==> config.mk <==
export PLATFORM = sky130hd
export DESIGN_NAME = dma_adapter
export DESIGN_NICKNAME = d
export VERILOG_FILES = /design/src/common/dma_adapter_pkg.sv /design/src/design/dma_cmd_ctrl.sv /design/src/design/burst_write.sv /design/src/design/burst_read.sv /design/src/membridge/membr_setup_seq.sv /design/src/membridge/reg_serializer.sv /design/src/design/dma_adapter.sv
export VERILOG_INCLUDE_DIRS = /design/src /design/src/common
export SDC_FILE = /design/constraint.sdc
export NUM_CORES = 1
export LEC_CHECK = 0
export ABC_AREA = 1
export BUFFER_PORTS_ARGS = -buffer_cell sky130_fd_sc_hd__buf_2
export CORE_AREA = 5 5 180 95
export CTS_CLUSTER_DIAMETER = 60
export DETAILED_ROUTE_END_ITERATION = 10
export DIE_AREA = 0 0 185 100
export GPL_TIMING_DRIVEN = 0
export PLACE_DENSITY = 0.88
export SYNTH_ARGS = -nofsm -noshare
export SYNTH_HDL_FRONTEND = slang
export SYNTH_SLANG_ARGS = --single-unit
==> constraint.sdc <==
create_clock -name clk -period 5.15 [get_ports clk]
set_input_delay 1.03 -clock clk [delete_from_list [all_inputs] [get_ports clk]]
set_output_delay 1.03 -clock clk [all_outputs]
set_load 0.05 [all_outputs]
==> src/common/dma_adapter_params.svh <==
/* burst geometry and membridge register map; one command moves 16 words of 64 bits
   register addresses and setup values match the membridge register file */
`ifndef DMA_ADAPTER_PARAMS_SVH
`define DMA_ADAPTER_PARAMS_SVH

`define DMA_BURST_WORDS  16
`define DMA_WORD_W       64
`define DMA_CNT_W        5

`define MEMBR_REG_CTRL   16'h200
`define MEMBR_REG_LOADDR 16'h202
`define MEMBR_REG_SIZE   16'h203
`define MEMBR_REG_START  16'h204
`define MEMBR_REG_LEN    16'h205
`define MEMBR_REG_WIDTH  16'h206
`define MEMBR_REG_MODE   16'h207

`define MEMBR_MODE_VAL   32'h3
`define MEMBR_BURST_VAL  32'h10
`define MEMBR_START_VAL  32'h0
`define MEMBR_CTRL_VAL   32'h3

`endif

==> src/common/dma_adapter_pkg.sv <==
/* types shared by the adapter blocks; the burst address holds address bits 31:7 only */
`include "dma_adapter_params.svh"

package dma_adapter_pkg;

    typedef logic [`DMA_WORD_W-1:0] word_t;

    typedef logic [24:0] burst_addr_t;  // byte address bits 31:7

    typedef struct packed {
        logic        is_write;  // 1 = write into membridge
        burst_addr_t addr;
    } dma_cmd_t;

    // one membridge register write, sent as six bytes
    typedef struct packed {
        logic [15:0] addr;
        logic [31:0] data;
    } reg_write_t;

endpackage

==> src/design/dma_cmd_ctrl.sv <==
/* one command in flight; cmd_val while busy is dropped, not queued */
module dma_cmd_ctrl (
    input  logic                      clk,
    input  logic                      rst,
    input  logic                      cmd_val,
    input  dma_adapter_pkg::dma_cmd_t cmd,
    input  logic                      wr_done,
    input  logic                      rd_done,
    output logic                      cmd_busy,
    output logic                      wr_start,
    output logic                      rd_start,
    output logic                      cmd_wrmem,
    output dma_adapter_pkg::dma_cmd_t cmd_lat
);
    logic accept;
    logic start_q;  // start pulse lines up with the latched command

    assign accept    = cmd_val & ~cmd_busy;
    assign wr_start  = start_q & cmd_lat.is_write;
    assign rd_start  = start_q & ~cmd_lat.is_write;
    assign cmd_wrmem = ~cmd_lat.is_write;  // membridge reads memory on a dma write

    always_ff @(posedge clk)
    begin
        if (rst)
        begin
            cmd_busy <= 1'b0;
            start_q  <= 1'b0;
            cmd_lat  <= '0;
        end
        else
        begin
            start_q <= accept;
            if (accept)
            begin
                cmd_busy <= 1'b1;
                cmd_lat  <= cmd;
            end
            else if (wr_done | rd_done)
                cmd_busy <= 1'b0;
        end
    end

    // a path only reports done for the command in flight
    a_done_in_busy: assert property (@(posedge clk) disable iff (rst)
        (wr_done || rd_done) |-> cmd_busy);

endmodule

==> src/design/burst_write.sv <==
/* takes exactly DMA_BURST_WORDS words per start; done also waits for the register setup
   to finish, in whichever order the two arrive */
`include "dma_adapter_params.svh"

module burst_write (
    input  logic                   clk,
    input  logic                   rst,
    input  logic                   start,
    input  logic                   seq_done,
    input  logic                   wr_val_in,
    input  dma_adapter_pkg::word_t wr_data_in,
    output logic                   wr_ack,
    output logic                   buf_wr,
    output dma_adapter_pkg::word_t buf_wdata,
    output logic                   buf_wpage_nxt,
    output logic                   page_ready_chn,
    output logic                   xfer_reset_page_rd,
    output logic                   done
);
    typedef enum logic [1:0] {ST_IDLE, ST_DATA, ST_WAIT_SETUP} state_t;

    localparam logic [`DMA_CNT_W-1:0] LAST_WORD = `DMA_BURST_WORDS - 1;

    state_t                state;
    logic [`DMA_CNT_W-1:0] cnt;         // words accepted so far
    logic                  setup_seen;  // seq_done arrived during the data phase
    logic                  page_nxt;
    logic                  last_word;
    logic                  setup_ok;

    assign wr_ack         = (state == ST_DATA) & wr_val_in;
    assign last_word      = wr_ack & (cnt == LAST_WORD);
    assign setup_ok       = setup_seen | seq_done;
    assign buf_wpage_nxt  = page_nxt;
    assign page_ready_chn = page_nxt;  // page is full once the last word is written

    always_ff @(posedge clk)
    begin
        if (rst)
        begin
            state              <= ST_IDLE;
            cnt                <= '0;
            setup_seen         <= 1'b0;
            buf_wr             <= 1'b0;
            page_nxt           <= 1'b0;
            xfer_reset_page_rd <= 1'b0;
            done               <= 1'b0;
        end
        else
        begin
            buf_wr             <= wr_ack;
            page_nxt           <= last_word;
            xfer_reset_page_rd <= 1'b0;
            done               <= 1'b0;
            case (state)
                ST_IDLE:
                    if (start)
                    begin
                        state              <= ST_DATA;
                        cnt                <= '0;
                        setup_seen         <= 1'b0;
                        xfer_reset_page_rd <= 1'b1;
                    end
                ST_DATA:
                begin
                    setup_seen <= setup_ok;
                    if (wr_ack)
                        cnt <= cnt + 1'b1;
                    if (last_word)
                    begin
                        state <= setup_ok ? ST_IDLE : ST_WAIT_SETUP;
                        done  <= setup_ok;
                    end
                end
                default:  // all words in, address still going out
                    if (seq_done)
                    begin
                        state <= ST_IDLE;
                        done  <= 1'b1;
                    end
            endcase
        end
    end

    always_ff @(posedge clk)
    begin
        if (wr_ack)
            buf_wdata <= wr_data_in;
    end

    // a new start never lands on a write still in progress
    a_start_in_idle: assert property (@(posedge clk) disable iff (rst)
        start |-> state == ST_IDLE);

endmodule

==> src/design/burst_read.sv <==
/* data phase opens only after both the setup sequence and the bridge's rdata_done;
   rd_data_out is the raw buffer output, valid with rd_val_out */
`include "dma_adapter_params.svh"

module burst_read (
    input  logic                   clk,
    input  logic                   rst,
    input  logic                   start,
    input  logic                   seq_done,
    input  logic                   rdata_done,
    input  logic                   rd_ack_in,
    input  dma_adapter_pkg::word_t buf_rdata,
    output logic                   rd_val_out,
    output dma_adapter_pkg::word_t rd_data_out,
    output logic                   buf_rd,
    output logic                   buf_rpage_nxt,
    output logic                   done
);
    typedef enum logic [1:0] {ST_IDLE, ST_WAIT, ST_DATA} state_t;

    localparam logic [`DMA_CNT_W-1:0] LAST_ACK = `DMA_BURST_WORDS - 1;

    state_t                state;
    logic [`DMA_CNT_W-1:0] cnt;
    logic                  setup_seen;  // sticky seq_done
    logic                  data_seen;   // sticky rdata_done
    logic                  last_ack;

    assign last_ack      = (state == ST_DATA) & rd_ack_in & (cnt == LAST_ACK);
    assign rd_val_out    = buf_rd;
    assign rd_data_out   = buf_rdata;
    assign buf_rpage_nxt = done;  // page released with the last word

    always_ff @(posedge clk)
    begin
        if (rst)
        begin
            state      <= ST_IDLE;
            cnt        <= '0;
            setup_seen <= 1'b0;
            data_seen  <= 1'b0;
            buf_rd     <= 1'b0;
            done       <= 1'b0;
        end
        else
        begin
            buf_rd <= (state == ST_DATA) & rd_ack_in;
            done   <= last_ack;
            case (state)
                ST_IDLE:
                    if (start)
                    begin
                        state      <= ST_WAIT;
                        cnt        <= '0;
                        setup_seen <= 1'b0;
                        data_seen  <= 1'b0;
                    end
                ST_WAIT:
                begin
                    setup_seen <= setup_seen | seq_done;
                    data_seen  <= data_seen | rdata_done;
                    if ((setup_seen | seq_done) & (data_seen | rdata_done))
                        state <= ST_DATA;
                end
                default:
                begin
                    if (rd_ack_in)
                        cnt <= cnt + 1'b1;
                    if (last_ack)
                        state <= ST_IDLE;
                end
            endcase
        end
    end

    // the bridge handshake always costs at least one cycle
    a_no_instant_done: assert property (@(posedge clk) disable iff (rst)
        start |=> !done);

endmodule

==> src/membridge/membr_setup_seq.sv <==
/* full register setup on the first start after reset, low address and control after that;
   start is ignored while a sequence runs */
`include "dma_adapter_params.svh"

module membr_setup_seq (
    input  logic                         clk,
    input  logic                         rst,
    input  logic                         start,
    input  dma_adapter_pkg::burst_addr_t addr,
    input  logic                         ser_busy,
    output logic                         reg_wr_stb,
    output dma_adapter_pkg::reg_write_t  reg_wr,
    output logic                         seq_done
);
    import dma_adapter_pkg::*;

    typedef enum logic [3:0] {
        S_IDLE, S_MODE, S_WIDTH, S_LEN, S_START, S_SIZE, S_LOADDR, S_CTRL, S_FINISH
    } state_t;

    state_t     state;
    state_t     next_reg;
    reg_write_t cur_reg;
    logic       init_done;  // bridge already set up, cleared only by reset
    logic       ser_free;
    logic       issue;

    // the strobe cycle itself is not yet seen as busy
    assign ser_free = ~ser_busy & ~reg_wr_stb;
    assign issue    = ser_free & (state != S_IDLE) & (state != S_FINISH);

    always_comb
    begin
        cur_reg  = '0;
        next_reg = S_IDLE;
        case (state)
            S_MODE:
            begin
                cur_reg  = {`MEMBR_REG_MODE, `MEMBR_MODE_VAL};
                next_reg = S_WIDTH;
            end
            S_WIDTH:
            begin
                cur_reg  = {`MEMBR_REG_WIDTH, `MEMBR_BURST_VAL};
                next_reg = S_LEN;
            end
            S_LEN:
            begin
                cur_reg  = {`MEMBR_REG_LEN, `MEMBR_BURST_VAL};
                next_reg = S_START;
            end
            S_START:
            begin
                cur_reg  = {`MEMBR_REG_START, `MEMBR_START_VAL};
                next_reg = S_SIZE;
            end
            S_SIZE:
            begin
                cur_reg  = {`MEMBR_REG_SIZE, `MEMBR_BURST_VAL};
                next_reg = S_LOADDR;
            end
            S_LOADDR:
            begin
                cur_reg  = {`MEMBR_REG_LOADDR, 7'h0, addr};  // burst address, zero-extended
                next_reg = S_CTRL;
            end
            S_CTRL:
            begin
                cur_reg  = {`MEMBR_REG_CTRL, `MEMBR_CTRL_VAL};
                next_reg = S_FINISH;
            end
            default:
                next_reg = S_IDLE;
        endcase
    end

    always_ff @(posedge clk)
    begin
        if (rst)
        begin
            state      <= S_IDLE;
            init_done  <= 1'b0;
            reg_wr_stb <= 1'b0;
            seq_done   <= 1'b0;
        end
        else
        begin
            reg_wr_stb <= issue;
            seq_done   <= 1'b0;
            case (state)
                S_IDLE:
                    if (start)
                    begin
                        state     <= init_done ? S_LOADDR : S_MODE;
                        init_done <= 1'b1;
                    end
                S_FINISH:
                    if (ser_free)  // control write fully shifted out
                    begin
                        state    <= S_IDLE;
                        seq_done <= 1'b1;
                    end
                default:
                    if (issue)
                        state <= next_reg;
            endcase
        end
    end

    always_ff @(posedge clk)
    begin
        if (issue)
            reg_wr <= cur_reg;
    end

    // never hand the serializer a write while it is still shifting
    a_stb_ser_idle: assert property (@(posedge clk) disable iff (rst)
        reg_wr_stb |-> !ser_busy);

endmodule

==> src/membridge/reg_serializer.sv <==
/* one register write at a time, a strobe while busy is lost; bytes go out as
   address low, address high, data bytes 0 to 3, cmd_ad is zero between writes */
module reg_serializer (
    input  logic                        clk,
    input  logic                        rst,
    input  logic                        reg_wr_stb,
    input  dma_adapter_pkg::reg_write_t reg_wr,
    output logic                        ser_busy,
    output logic [7:0]                  cmd_ad,
    output logic                        cmd_stb
);
    localparam logic [2:0] LAST_BYTE = 3'd5;

    logic [47:0] shift;  // next byte at the low end
    logic [2:0]  byte_cnt;

    always_ff @(posedge clk)
    begin
        if (rst)
        begin
            ser_busy <= 1'b0;
            byte_cnt <= '0;
            cmd_ad   <= '0;
            cmd_stb  <= 1'b0;
        end
        else
        begin
            cmd_stb <= ser_busy & (byte_cnt == 3'd0);  // marks the address low byte
            cmd_ad  <= ser_busy ? shift[7:0] : 8'h0;
            if (ser_busy)
            begin
                byte_cnt <= byte_cnt + 1'b1;
                if (byte_cnt == LAST_BYTE)
                    ser_busy <= 1'b0;
            end
            else if (reg_wr_stb)
            begin
                ser_busy <= 1'b1;
                byte_cnt <= '0;
            end
        end
    end

    always_ff @(posedge clk)
    begin
        if (~ser_busy & reg_wr_stb)
            shift <= {reg_wr.data, reg_wr.addr};
        else if (ser_busy)
            shift <= shift >> 8;
    end

endmodule

==> src/design/dma_adapter.sv <==
/* single-burst adapter between the dma buffer and the membridge register port;
   one command at a time, cmd_busy falls when it has completed */
module dma_adapter (
    input  logic                      clk,
    input  logic                      rst,
    // command
    input  logic                      cmd_val,
    input  dma_adapter_pkg::dma_cmd_t cmd,
    output logic                      cmd_busy,
    // dma data stream
    input  dma_adapter_pkg::word_t    wr_data_in,
    input  logic                      wr_val_in,
    output logic                      wr_ack,
    output dma_adapter_pkg::word_t    rd_data_out,
    output logic                      rd_val_out,
    input  logic                      rd_ack_in,
    // membridge
    output logic [7:0]                cmd_ad,
    output logic                      cmd_stb,
    output logic                      cmd_wrmem,
    output logic                      page_ready_chn,
    output logic                      xfer_reset_page_rd,
    output logic                      buf_wpage_nxt,
    output logic                      buf_wr,
    output dma_adapter_pkg::word_t    buf_wdata,
    output logic                      buf_rpage_nxt,
    output logic                      buf_rd,
    input  dma_adapter_pkg::word_t    buf_rdata,
    input  logic                      rdata_done
);
    import dma_adapter_pkg::*;

    dma_cmd_t   cmd_lat;
    reg_write_t reg_wr;
    logic       wr_start;
    logic       rd_start;
    logic       wr_done;
    logic       rd_done;
    logic       seq_done;
    logic       reg_wr_stb;
    logic       ser_busy;

    dma_cmd_ctrl u_cmd_ctrl (
        .clk       (clk),
        .rst       (rst),
        .cmd_val   (cmd_val),
        .cmd       (cmd),
        .wr_done   (wr_done),
        .rd_done   (rd_done),
        .cmd_busy  (cmd_busy),
        .wr_start  (wr_start),
        .rd_start  (rd_start),
        .cmd_wrmem (cmd_wrmem),
        .cmd_lat   (cmd_lat)
    );

    burst_write u_burst_write (
        .clk                (clk),
        .rst                (rst),
        .start              (wr_start),
        .seq_done           (seq_done),
        .wr_val_in          (wr_val_in),
        .wr_data_in         (wr_data_in),
        .wr_ack             (wr_ack),
        .buf_wr             (buf_wr),
        .buf_wdata          (buf_wdata),
        .buf_wpage_nxt      (buf_wpage_nxt),
        .page_ready_chn     (page_ready_chn),
        .xfer_reset_page_rd (xfer_reset_page_rd),
        .done               (wr_done)
    );

    burst_read u_burst_read (
        .clk           (clk),
        .rst           (rst),
        .start         (rd_start),
        .seq_done      (seq_done),
        .rdata_done    (rdata_done),
        .rd_ack_in     (rd_ack_in),
        .buf_rdata     (buf_rdata),
        .rd_val_out    (rd_val_out),
        .rd_data_out   (rd_data_out),
        .buf_rd        (buf_rd),
        .buf_rpage_nxt (buf_rpage_nxt),
        .done          (rd_done)
    );

    // bridge setup runs alongside either data path
    membr_setup_seq u_setup_seq (
        .clk        (clk),
        .rst        (rst),
        .start      (wr_start | rd_start),
        .addr       (cmd_lat.addr),
        .ser_busy   (ser_busy),
        .reg_wr_stb (reg_wr_stb),
        .reg_wr     (reg_wr),
        .seq_done   (seq_done)
    );

    reg_serializer u_reg_ser (
        .clk        (clk),
        .rst        (rst),
        .reg_wr_stb (reg_wr_stb),
        .reg_wr     (reg_wr),
        .ser_busy   (ser_busy),
        .cmd_ad     (cmd_ad),
        .cmd_stb    (cmd_stb)
    );

endmodule

==> results.md <==
- Number of synthesized register bits: 205
- Fillers: 1,074
- Die Ht: 100 µm
- Clk_skew: 0.0174 ns
- Synth Net Count: 876
- Largest net degree at the start of global routing: 44
- Critical path peak fanout: 35
- Lkg Pwr: 4.51 nW
- Syn Std Cell Area: 7980 µm²
- Initial Util: 0.525
- Sequential share of power: 0.484
- Aggregate global routing overflow: 0
- CP bufs+invs: 4
- Sinks on Clock Net: 205
- Vias in the first global route: 6,010
- Gpl congestion: 0.881
- Fraction of layout cells with a size suffix above 1: 0.403
- Total power: 4.83 mW
- Max stage delay on crit path: 0.31 ns
- Die width: 185 µm
- Synth Area per Inst: 11.3 µm²
- Num CTS Buffers: 19
- Area delta synth->final: 27.3%
- Post-CTS setup buffer count: 0
- Power Internal: 3.38 mW
- Port-buffer cells: 241
- Core area: 15,200 µm²
- Synth area leaders: edfxtp_1, dfxtp_1, buf_4, nand2_1, inv_1
- Final Setup Violations: 0
- Max Freq: 0.342 GHz
- Overall global routing resource usage: 0.212
- Top cells by count, synth: edfxtp_1, nand2_1, inv_1, nor2_1, dfxtp_1
- Iter 0 DRT Violations: 468
- Setup TNS: 0 ns
- Max Cap Viol: 0
- CP startpoint kind: primary input
- Syn Inst Count: 709
- Detailed-route wire length: 20,800 µm
- Setup slack after layout: 2.22 ns
- Slew headroom: 0.417
- Final Max Tran Viols: 0
- Via count: 6,002
- Critical path data required time: 4.12 ns
- DP Wirelength: 15,100 µm
- Critical path's most frequent cell: buf_2
- Final min period: 2.93 ns
- Post-Layout Inst Area: 10,200 µm²
- # H-tree levels: 1
- Clk_lat worst skew: 0.48 ns
- IO Count: 307
- Delay-heaviest family, CP: buffers and inverters
- TritonRoute pass-1 iters: 5
- First-pass GRT wire length: 31,000 µm
- Post-synth EDFFs: 134
- Worst Setup EP: wr_ack
- Worst-path clk slew: 0.06 ns
- Sw Ratio: 0.299
- Via-per-instance ratio: 5.04
- Slowest-stage cell, CP: buf_2
- Pre-CTS setup slack: 2.23 ns
- Final Hold Vio Count: 0
- Max clock buf depth: 3
- R2R depth: 5
- Status: finished clean
- Setup crit start: wr_val_in
- Yosys Warn Count: 0
- Drt wl/cell: 17.5 µm
- RSZ-0062 raised after global routing: false
- WP data arrival: 1.90 ns
- Initial antenna violation count: 1
- RR Startpoint: u_reg_ser.ser_busy
- Hold crit path type: reg -> reg
- FFs w/ async S/R, synth: 0
- Clock power share: 0.303
- DRT antenna net count: 0
- # rows: 32
- Prevailing post-synth register cell: edfxtp_1
- NumNets Final: 1,141
- DP Area: 9520 µm²
- Post-synth top area share: 0.504
- Crit path cell chain: buf_2, inv_1, nor2_4, buf_12, buf_2
- CTS tree: yes
- Area leader, netlist: edfxtp_1
- Worst reg2reg setup slack: 2.82 ns
- Tcrit/Tclk final: 0.568
- Psw: 1.44 mW
- Die area: 18,500 µm²
- Crit Path Class: in -> out
- Core Util, Final: 0.668
- PD cells: 475 nW/µm²
- Post-route DRC: 0
- Crit end category: output port
- Hold_buf cts: 0
- Reg2reg end: u_setup_seq.reg_wr[4]
- Antenna cells: 0
- Synth unique cells: 32
- Peak supply drop: 0.251 mV
- Register area share after synthesis: 0.682
- Worst Tran Pin Value: 0.873 ns
- Levels on crit path: 5
- Most common cell in the synthesized netlist: edfxtp_1
- Clock root buffer: clkbuf_16
- Comb pwr share: 0.214
- Post_cts resized: 0
through the flow:
stage	instances	hold slack, ns
floorplan	709	0.430
global placement	1154	0.445
detailed placement	1157	0.453
CTS	1190	0.468
global route	1190	0.477
finish	1190	0.462
placed cells by master, fill, tap and decap left out, types with 9 or more instances in the layout:
cell and n:
buf_2 250, edfxtp_1 134, nand2_1 103, inv_1 80, nor2_1 71, dfxtp_1 71
buf_4 67, a21oi_1 38, o21ai_0 35, nor2_2 24, clkbuf_16 19, nand3_1 12
clkbuf_1 9, o21ai_1 9
sequential cells by signal, summed over array words and instances, names as in the netlist, 2 cells and up:
name	cells
u_burst_write.cnt	5
u_burst_write.state	2
u_reg_ser.byte_cnt	3
u_burst_read.cnt	5
u_setup_seq.reg_wr	29
u_setup_seq.state	4
u_cmd_ctrl.cmd_lat	26
u_reg_ser.shift	41
u_burst_read.state	2
u_reg_ser.cmd_ad	8
u_burst_write.buf_wdata	64
area by class of cell:
cell class | instances | area (µm²) | area share
tap | 204 | 255 | 0.0251
clock inverter | 9 | 129 | 0.0127
clock buffer | 24 | 514 | 0.0506
sequential | 205 | 5450 | 0.536
inverter | 88 | 332 | 0.0326
buffer | 86 | 608 | 0.0599
multi-input combinational | 330 | 1600 | 0.158
timing repair buffer | 244 | 1270 | 0.125
how the worst min path moves through the flow:
stage | start | end | slack [ns] | depth (start not counted)
after floorplan | u_cmd_ctrl.cmd_lat[13] | u_cmd_ctrl.cmd_lat[13] | 0.43 | 2
after global placement | u_cmd_ctrl.cmd_lat[16] | u_cmd_ctrl.cmd_lat[16] | 0.44 | 2
after detailed placement | u_reg_ser.shift[5] | u_reg_ser.cmd_ad[5] | 0.45 | 2
after CTS | u_reg_ser.shift[5] | u_reg_ser.cmd_ad[5] | 0.47 | 2
after global routing | u_reg_ser.shift[5] | u_reg_ser.cmd_ad[5] | 0.48 | 2
final | u_reg_ser.shift[0] | u_reg_ser.cmd_ad[0] | 0.46 | 2
power groups by stage:
stage / combinational, mW / clock [mW] / sequential (mW)
floorplan: 0.673 / 0 / 2.39
global placement: 0.920 / 0 / 2.36
detailed placement: 1.00 / 0 / 2.36
CTS: 1.03 / 1.48 / 2.33
global route: 1.13 / 1.55 / 2.36
finish: 1.03 / 1.46 / 2.33
metal layers:
layer | vias to the layer above | GRT usage | part of all wire
li1 | 2783 | - | -
met1 | 2797 | 0.251 | 0.37
met2 | 350 | 0.387 | 0.51
met3 | 70 | 0.0482 | 0.092
met4 | 2 | 0.0654 | 0.032
met5 | - | 0 | 0.00034
worst register-to-register path: stages, from the launching register on:
cell and delay (ns):
dfxtp_1 0.30, buf_4 0.16, nor2_1 0.25, inv_2 0.40, nor2_2 0.69, buf_16 0.24
cells by family (layout without fill, tap and decap cells):
kind of cell	Yosys count	in the layout	synth area share
adders and majority gates	7	7	0.0110
DFF	205	205	0.682
AOI/OAI and AO/OA	90	90	0.0588
and+or+nand+nor	233	233	0.130
buffers and inverters	174	451	0.118
Note: power is estimated with default switching activity, not from simulation.
